## src/verilog/mem_defs.svh

```systemverilog
`ifndef MEM_DEFS_SVH
`define MEM_DEFS_SVH

// Top address nibble of the SDRAM region.
`define MEM_CACHEABLE_NIBBLE 4'h2

// Default data cache size in lines.
`define MEM_DCACHE_LINES 16

`endif

```

## src/verilog/pipe_pkg.sv

```systemverilog
package pipe_pkg;

	typedef enum logic [1:0] {
		MEMW_1,
		MEMW_2,
		MEMW_4
	} mem_width_t;

	typedef enum logic [1:0] {
		MEM_NONE,
		MEM_READ,
		MEM_WRITE,
		MEM_FLUSH
	} mem_op_t;

	typedef struct packed {
		logic strobe;
		mem_op_t op;
		mem_width_t width;
		logic mem_signed;
		logic [31:0] mem_address;
		logic [31:0] rd; // Result, or store data.
		logic [4:0] inst_rd;
	} execute_data_t;

	typedef struct packed {
		logic strobe;
		logic [31:0] rd;
		logic [4:0] inst_rd;
	} memory_data_t;

endpackage

```

## src/verilog/bus_pkg.sv

```systemverilog
package bus_pkg;

	typedef struct packed {
		logic request;
		logic rw; // High for write.
		logic [31:0] address;
		logic [31:0] wdata;
	} bus_req_t;

	typedef struct packed {
		logic ready;
		logic [31:0] rdata;
	} bus_rsp_t;

	typedef struct packed {
		bus_req_t bus;
		logic flush;
	} cache_req_t;

	typedef enum logic [2:0] {
		S_IDLE,
		S_READ,
		S_WRITE_WORD,
		S_RMW_READ,
		S_RMW_WRITE,
		S_FLUSH
	} stage_state_t;

	typedef enum logic [2:0] {
		C_IDLE,
		C_BYPASS,
		C_WRITE_BACK,
		C_FILL,
		C_FLUSH_WALK
	} cache_state_t;

endpackage

```

## src/verilog/mem_stage.sv

```systemverilog
`timescale 1ns/1ns

module mem_stage (
	input logic i_clock,
	input logic i_reset,

	input pipe_pkg::execute_data_t i_exec,
	output logic o_busy,
	output pipe_pkg::memory_data_t o_mem,

	output bus_pkg::cache_req_t o_cache,
	input bus_pkg::bus_rsp_t i_cache
);

	import pipe_pkg::*;
	import bus_pkg::*;

	stage_state_t state;

	logic last_strobe;
	logic mem_strobe;
	logic [31:0] mem_rd;
	logic [4:0] mem_inst_rd;

	logic req_request;
	logic req_rw;
	logic req_flush;
	logic [31:0] req_address;
	logic [31:0] req_wdata;

	logic new_item;
	logic finish;
	logic [31:0] finish_rd;
	logic [4:0] lane_shift;
	logic [31:0] rdata_lane;
	logic [31:0] load_value;
	logic [31:0] lane_mask;
	logic [31:0] merged_word;

	assign new_item = (i_exec.strobe != last_strobe);
	assign o_busy = new_item && (i_exec.op != MEM_NONE);

	assign lane_shift = {i_exec.mem_address[1:0], 3'b000};
	assign rdata_lane = i_cache.rdata >> lane_shift;

	always_comb begin
		case (i_exec.width)
			MEMW_1: load_value = {{24{i_exec.mem_signed & rdata_lane[7]}}, rdata_lane[7:0]};
			MEMW_2: load_value = {{16{i_exec.mem_signed & rdata_lane[15]}}, rdata_lane[15:0]};
			default: load_value = i_cache.rdata;
		endcase
	end

	// Store lane merged into the word just read.
	always_comb begin
		if (i_exec.width == MEMW_1)
			lane_mask = 32'h0000_00ff << lane_shift;
		else
			lane_mask = 32'h0000_ffff << lane_shift;
		merged_word = (i_cache.rdata & ~lane_mask) | ((i_exec.rd << lane_shift) & lane_mask);
	end

	always_comb begin
		finish = 1'b0;
		finish_rd = i_exec.rd;
		case (state)
			S_IDLE: finish = new_item && (i_exec.op == MEM_NONE);
			S_READ: begin
				finish = i_cache.ready;
				finish_rd = load_value;
			end
			S_WRITE_WORD, S_FLUSH: finish = i_cache.ready;
			S_RMW_WRITE: finish = req_request && i_cache.ready;
			default: finish = 1'b0;
		endcase
	end

	always_ff @(posedge i_clock) begin
		if (i_reset) begin
			state <= S_IDLE;
			req_request <= 1'b0;
		end else begin
			case (state)
				S_IDLE: begin
					if (new_item) begin
						case (i_exec.op)
							MEM_READ: begin
								req_request <= 1'b1;
								state <= S_READ;
							end
							MEM_WRITE: begin
								req_request <= 1'b1;
								state <= (i_exec.width == MEMW_4) ? S_WRITE_WORD : S_RMW_READ;
							end
							MEM_FLUSH: begin
								req_request <= 1'b1;
								state <= S_FLUSH;
							end
							default: state <= S_IDLE;
						endcase
					end
				end
				S_READ, S_WRITE_WORD, S_FLUSH: begin
					if (i_cache.ready) begin
						req_request <= 1'b0;
						state <= S_IDLE;
					end
				end
				S_RMW_READ: begin
					if (i_cache.ready) begin
						req_request <= 1'b0; // Low one cycle between the two accesses.
						state <= S_RMW_WRITE;
					end
				end
				S_RMW_WRITE: begin
					if (!req_request)
						req_request <= 1'b1;
					else if (i_cache.ready) begin
						req_request <= 1'b0;
						state <= S_IDLE;
					end
				end
				default: state <= S_IDLE;
			endcase
		end
	end

	always_ff @(posedge i_clock) begin
		case (state)
			S_IDLE: begin
				req_address <= {i_exec.mem_address[31:2], 2'b00};
				req_rw <= (i_exec.op == MEM_WRITE) && (i_exec.width == MEMW_4);
				req_flush <= (i_exec.op == MEM_FLUSH);
				req_wdata <= i_exec.rd;
			end
			S_RMW_READ: begin
				if (i_cache.ready) begin
					req_rw <= 1'b1;
					req_wdata <= merged_word;
				end
			end
			default: req_rw <= req_rw;
		endcase
	end

	always_ff @(posedge i_clock) begin
		if (i_reset) begin
			mem_strobe <= 1'b0;
			last_strobe <= 1'b0;
		end else if (finish) begin
			mem_strobe <= ~mem_strobe;
			last_strobe <= i_exec.strobe;
		end
	end

	always_ff @(posedge i_clock) begin
		if (finish) begin
			mem_rd <= finish_rd;
			mem_inst_rd <= i_exec.inst_rd;
		end
	end

	always_comb begin
		o_mem.strobe = mem_strobe;
		o_mem.rd = mem_rd;
		o_mem.inst_rd = mem_inst_rd;

		o_cache.bus.request = req_request;
		o_cache.bus.rw = req_rw;
		o_cache.bus.address = req_address;
		o_cache.bus.wdata = req_wdata;
		o_cache.flush = req_flush;
	end

endmodule

```

## src/verilog/dcache.sv

```systemverilog
`include "mem_defs.svh"

`timescale 1ns/1ns

module dcache #(
	parameter int LINES = `MEM_DCACHE_LINES
)(
	input logic i_clock,
	input logic i_reset,

	input bus_pkg::cache_req_t i_req,
	output bus_pkg::bus_rsp_t o_rsp,

	output bus_pkg::bus_req_t o_bus,
	input bus_pkg::bus_rsp_t i_bus
);

	import bus_pkg::*;

	localparam int IDX_W = $clog2(LINES);
	localparam int TAG_W = 30 - IDX_W;

	cache_state_t state;

	logic [31:0] data_mem [LINES];
	logic [TAG_W-1:0] tag_mem [LINES];
	logic [LINES-1:0] valid;
	logic [LINES-1:0] dirty;

	logic [IDX_W-1:0] walk_idx;

	logic bus_request;
	logic bus_rw;
	logic [31:0] bus_address;
	logic [31:0] bus_wdata;

	logic rsp_ready;
	logic [31:0] rsp_rdata;

	logic [IDX_W-1:0] req_idx;
	logic [TAG_W-1:0] req_tag;
	logic cacheable;
	logic hit;
	logic accept;

	assign req_idx = i_req.bus.address[IDX_W+1:2];
	assign req_tag = i_req.bus.address[31:IDX_W+2];
	assign cacheable = (i_req.bus.address[31:28] == `MEM_CACHEABLE_NIBBLE);
	assign hit = valid[req_idx] && (tag_mem[req_idx] == req_tag);

	// Request is still high in the cycle of the ready pulse.
	assign accept = i_req.bus.request && !rsp_ready;

	always_ff @(posedge i_clock) begin
		if (i_reset) begin
			state <= C_IDLE;
			bus_request <= 1'b0;
			rsp_ready <= 1'b0;
			valid <= '0;
			dirty <= '0;
			walk_idx <= '0;
		end else begin
			rsp_ready <= 1'b0;
			case (state)
				C_IDLE: begin
					if (accept) begin
						if (i_req.flush) begin
							walk_idx <= '0;
							state <= C_FLUSH_WALK;
						end else if (!cacheable) begin
							bus_request <= 1'b1;
							bus_rw <= i_req.bus.rw;
							bus_address <= i_req.bus.address;
							bus_wdata <= i_req.bus.wdata;
							state <= C_BYPASS;
						end else if (hit) begin
							if (i_req.bus.rw) begin
								data_mem[req_idx] <= i_req.bus.wdata;
								dirty[req_idx] <= 1'b1;
							end
							rsp_rdata <= data_mem[req_idx];
							rsp_ready <= 1'b1;
						end else if (valid[req_idx] && dirty[req_idx]) begin
							bus_request <= 1'b1; // Victim goes out first.
							bus_rw <= 1'b1;
							bus_address <= {tag_mem[req_idx], req_idx, 2'b00};
							bus_wdata <= data_mem[req_idx];
							state <= C_WRITE_BACK;
						end else begin
							bus_request <= 1'b1;
							bus_rw <= 1'b0;
							bus_address <= i_req.bus.address;
							state <= C_FILL;
						end
					end
				end
				C_BYPASS: begin
					if (i_bus.ready) begin
						bus_request <= 1'b0;
						rsp_rdata <= i_bus.rdata;
						rsp_ready <= 1'b1;
						state <= C_IDLE;
					end
				end
				C_WRITE_BACK: begin
					if (i_bus.ready) begin
						bus_request <= 1'b0;
						dirty[req_idx] <= 1'b0;
						state <= C_FILL;
					end
				end
				C_FILL: begin
					if (!bus_request) begin
						bus_request <= 1'b1;
						bus_rw <= 1'b0;
						bus_address <= i_req.bus.address;
					end else if (i_bus.ready) begin
						bus_request <= 1'b0;
						tag_mem[req_idx] <= req_tag;
						valid[req_idx] <= 1'b1;
						if (i_req.bus.rw) begin
							data_mem[req_idx] <= i_req.bus.wdata;
							dirty[req_idx] <= 1'b1;
						end else begin
							data_mem[req_idx] <= i_bus.rdata;
							dirty[req_idx] <= 1'b0;
						end
						rsp_rdata <= i_bus.rdata;
						rsp_ready <= 1'b1;
						state <= C_IDLE;
					end
				end
				C_FLUSH_WALK: begin
					if (bus_request) begin
						if (i_bus.ready) begin
							bus_request <= 1'b0;
							dirty[walk_idx] <= 1'b0;
							valid[walk_idx] <= 1'b0;
							if (walk_idx == IDX_W'(LINES - 1)) begin
								rsp_ready <= 1'b1;
								state <= C_IDLE;
							end else
								walk_idx <= walk_idx + 1'b1;
						end
					end else if (valid[walk_idx] && dirty[walk_idx]) begin
						bus_request <= 1'b1;
						bus_rw <= 1'b1;
						bus_address <= {tag_mem[walk_idx], walk_idx, 2'b00};
						bus_wdata <= data_mem[walk_idx];
					end else begin
						valid[walk_idx] <= 1'b0; // A clean line is only invalidated.
						if (walk_idx == IDX_W'(LINES - 1)) begin
							rsp_ready <= 1'b1;
							state <= C_IDLE;
						end else
							walk_idx <= walk_idx + 1'b1;
					end
				end
				default: state <= C_IDLE;
			endcase
		end
	end

	always_comb begin
		o_bus.request = bus_request;
		o_bus.rw = bus_rw;
		o_bus.address = bus_address;
		o_bus.wdata = bus_wdata;

		o_rsp.ready = rsp_ready;
		o_rsp.rdata = rsp_rdata;
	end

endmodule

```

## src/verilog/mem_subsystem.sv

```systemverilog
`include "mem_defs.svh"

`timescale 1ns/1ns

module mem_subsystem (
	input logic i_clock,
	input logic i_reset,

	input pipe_pkg::execute_data_t i_exec,
	output logic o_busy,
	output pipe_pkg::memory_data_t o_mem,

	output bus_pkg::bus_req_t o_bus,
	input bus_pkg::bus_rsp_t i_bus
);

	import bus_pkg::*;

	cache_req_t cache_req;
	bus_rsp_t cache_rsp;

	mem_stage mem_stage_i (
		.i_clock(i_clock),
		.i_reset(i_reset),
		.i_exec(i_exec),
		.o_busy(o_busy),
		.o_mem(o_mem),
		.o_cache(cache_req),
		.i_cache(cache_rsp)
	);

	dcache #(
		.LINES(`MEM_DCACHE_LINES)
	) dcache_i (
		.i_clock(i_clock),
		.i_reset(i_reset),
		.i_req(cache_req),
		.o_rsp(cache_rsp),
		.o_bus(o_bus),
		.i_bus(i_bus)
	);

endmodule

```

## config.mk

```make
export PLATFORM = sky130hd
export DESIGN_NAME = mem_subsystem
export DESIGN_NICKNAME = d
export VERILOG_FILES = /design/src/verilog/pipe_pkg.sv /design/src/verilog/bus_pkg.sv /design/src/verilog/mem_stage.sv /design/src/verilog/dcache.sv /design/src/verilog/mem_subsystem.sv
export VERILOG_INCLUDE_DIRS = /design/src /design/src/verilog
export SDC_FILE = /design/constraint.sdc
export NUM_CORES = 2
export LEC_CHECK = 0
export BUFFER_PORTS_ARGS = -buffer_cell sky130_fd_sc_hd__buf_2
export CORE_ASPECT_RATIO = 1.1
export CORE_MARGIN = 3
export CORE_UTILIZATION = 62
export CTS_CLUSTER_SIZE = 24
export DETAILED_ROUTE_END_ITERATION = 10
export MAX_ROUTING_LAYER = met4
export PLACE_DENSITY = 0.81
export SLEW_MARGIN = 10
export SYNTH_ARGS = -nofsm -noshare
export SYNTH_HDL_FRONTEND = slang
export SYNTH_SLANG_ARGS = --single-unit
```

## constraint.sdc

```tcl
create_clock -name i_clock -period 7.56 [get_ports i_clock]
set_input_delay 1.134 -clock i_clock [delete_from_list [all_inputs] [get_ports i_clock]]
set_output_delay 1.134 -clock i_clock [all_outputs]
set_load 0.02 [all_outputs]
```

==> flow_summary.ini <==
[synthesis]
yosysWarnings = 0
synth_simple_gate_area_share_pct = 4.55
synth_compound_area_share_pct = 4.93
yosys.cell_count.top_type = edfxtp_1
synthArstFlopShare_pct = 0
ys_types = 72
ys.flop_type = edfxtp_1
synth_seq_cells = 1179
syn_area_um2 = 55700
synthTopCellsByArea = edfxtp_1, mux4_2, mux2i_1
syn_inst = 3190
yosysTopAreaCellShare_pct = 60.6
synthAdderAreaFrac_pct = 0.0898
synth-seq-area-share_pct = 62.6
avgSynthCellArea_um2 = 17.5
synth_enable_flop_cells = 1124
synthTopCellsByCount = edfxtp_1, mux4_2, nand2_1
synth_mux_area_share_pct = 25.5
synth_top_family_by_area = multiplexers
synth_top_area_cell = edfxtp_1
synth_xor_xnor_area_share_pct = 0.362

[drt]
ant_nets = 0
initialDrtViolationCount = 5041
wl_per_cell_um = 35.6
first_pass_iters = 8
drc = 0
vias = 34800
wirelength_mm = 164
vias_per_cell = 7.54

[critical_path]
cp_num_buf_inv = 2
critPathMaxFanout = 62
critPathKind = reg2reg
cp_data_required_time_ns = 7.86
cp_slowest_cell = nor4bb_1
cp_cell_sequence = mux4_2 > mux2i_1 > mux2i_1 > xor2_1 > a2111oi_0 > nor4bb_1 > and4b_1 > a41oi_4 > buf_4 > nor2_4 > buf_4
cpPeakStageDelay_ns = 1.09
start_kind = flop
crit_arrival_ns = 6.63
crit_path_end_kind = flop
critPathTopFamily = simple AND/OR/NAND/NOR gates

[pwr]
swShare_pct = 28.9
leakage_nw = 19.7
p_seq_share_pct = 46.5
combPwrFrac_pct = 20.3
p_per_area_nw_per_um2 = 283
p_switching_mw = 5.07
vdd_drop_max_mv = 0.261
power_frac_clock_pct = 33.3
internal_power_mw = 12.5
total_power_mw = 17.5

[layout]
fin_util_pct = 70.0
drive_above_1_share_pct = 33.7
finalNetCount = 3466
fillerInstances = 5398
area_growth_pct = 11.1
fin_area_um2 = 61900

[cts]
post-cts-setup-buffer-count = 0
cts.sinks = 1179
cts_buffer_depth = 3
clock_latency_ns = 0.72
h-tree-depth = 3
cts_tree = built
postCtsHoldBufs = 0
clock-root-buffer = clkbuf_16
cts-resized-gates = 0
cts.clk_slew.worst_paths_ns = 0.06
cts_buffers = 111

[place]
gp_congestion = 0.960
hpwl_mm = 96.7
portBuffers = 212
place_area_um2 = 58100

[floorplanning]
rows = 114
die_h_um = 320
fp.dieArea_um2 = 93500
ios = 215
core_area_um2 = 88400
die_w_um = 292
initial_utilization_pct = 63.0

[global_routing]
grt-ovfl-total = 0
grtUsageTotal_pct = 36.5
grt_max_degree = 115
antenna_found_initial = 4
grt_pass1_vias = 35300
grt_pass1_wl_mm = 240

[sta]
rsz0062_at_grt = no
hold_viol = 0
worstMarginPinSlew_ns = 1.22
layout_min_cycle_time_ns = 6.33
fin_crit_sh_pct = 83.7
setup_violations = 0
hold_ws_ns = 0.500
maxSlewHeadroom_pct = 18.8
fmax_mhz = 158
fin_setup_tns_ns = 0
clock_skew_ns = 0.0537
maxSlewViolCount = 0

[run]
maxCapViolCount = 0

[worst_hold_path]
min_path_type = reg2reg

[status]
status = complete, no violations
## through the flow
step                setup slack [ns]  cells
finish                          1.23   4609
global route                   0.946   4608
CTS                             1.30   4605
detailed placement              1.30   4399
global placement                1.49   4399
floorplan                       1.34   3191
## flip-flops by register name, indices dropped and copies added, names as in the netlist, 3 cells and up, named ones only
register	flops
dcache_i.bus_address	30
dcache_i.bus_wdata	32
dcache_i.data_mem	512
dcache_i.dirty	16
dcache_i.rsp_rdata	32
dcache_i.state	3
dcache_i.tag_mem	416
dcache_i.valid	16
dcache_i.walk_idx	4
mem_stage_i.mem_inst_rd	5
mem_stage_i.mem_rd	32
mem_stage_i.req_address	30
mem_stage_i.req_wdata	32
mem_stage_i.state	3
## power by group through the flow
| stage | registers (mW) | clock network [mW] | logic [mW] |
|---|---|---|---|
| after floorplan | 8.13 | 0 | 2.40 |
| after global placement | 8.25 | 0 | 3.37 |
| after detailed placement | 8.27 | 0 | 3.46 |
| after CTS | 8.14 | 5.86 | 3.51 |
| after global routing | 8.18 | 6.10 | 3.73 |
| final | 8.15 | 5.83 | 3.55 |
## cells in the final DEF (no fill, tap or decap), types with 25 or more instances in the layout
master / synthesis / final
nand2_1: 295 / 293
edfxtp_1: 1124 / 1124
nor2b_1: 35 / 34
buf_2: 12 / 212
mux2i_1: 113 / 113
a21oi_1: 113 / 112
o21ai_0: 133 / 132
nor2_1: 124 / 91
a221o_1: 25 / 25
clkbuf_16: 0 / 114
dfxtp_1: 55 / 47
buf_4: 17 / 74
mux4_2: 539 / 539
mux2_2: 76 / 76
nor2_4: 0 / 33
nand3_1: 42 / 42
## routing by layer
metal,part of all wire [%],vias up,global-route usage (%)
met3,11,710,6.23
met5,0,-,-
li1,-,13500,-
met4,6.5,0,19.9
met1,32,17600,45.0
met2,50,2987,58.5
## worst register-to-register path, stage by stage (launching register included)
cell and delay [ns]:
dfxtp_4 0.96, mux4_2 0.70, mux2i_1 0.15, mux2i_1 0.13, xor2_1 0.25, a2111oi_0 0.75
nor4bb_1 1.09, and4b_1 0.62, a41oi_4 0.18, buf_4 0.33, nor2_4 0.15, buf_4 0.59
## worst paths after layout
check / slack, ns / cells past startpoint / end / startpoint
worst max-delay path: 1.23 / 11 / dcache_i.data_mem[2][5] / flop
worst min-delay path: 0.50 / 2 / dcache_i.dirty[0] / dcache_i.dirty[0]
worst min register to register: 0.50 / 2 / dcache_i.dirty[0] / dcache_i.dirty[0]
worst max register to register: 1.23 / 11 / dcache_i.data_mem[2][5] / flop
## logic make-up (layout without fill, tap and decap cells)
kind of cell | Yosys count | count (layout)
adders and majority gates | 4 | 4
other | 1 | 6
and+or+nand+nor | 577 | 577
AOI/OAI and AO/OA | 416 | 416
xor gates and xnor gates | 23 | 23
DFF | 1179 | 1179
buffers and inverters | 260 | 514
muxes | 730 | 730
## area by class of cell
| cell class | count | area, um2 | area share, % |
|---|---|---|---|
| clock inverter | 78 | 830 | 1.34 |
| clock buffer | 128 | 2960 | 4.77 |
| antenna | 4 | 10.0 | 0.0162 |
| timing repair buffer | 288 | 1660 | 2.68 |
| multi-input combinational | 1752 | 20000 | 32.4 |
| inverter | 20 | 76.3 | 0.123 |
| tap | 1160 | 1450 | 2.34 |
| sequential | 1179 | 34900 | 56.4 |
Power figures use the tool's default switching activity.
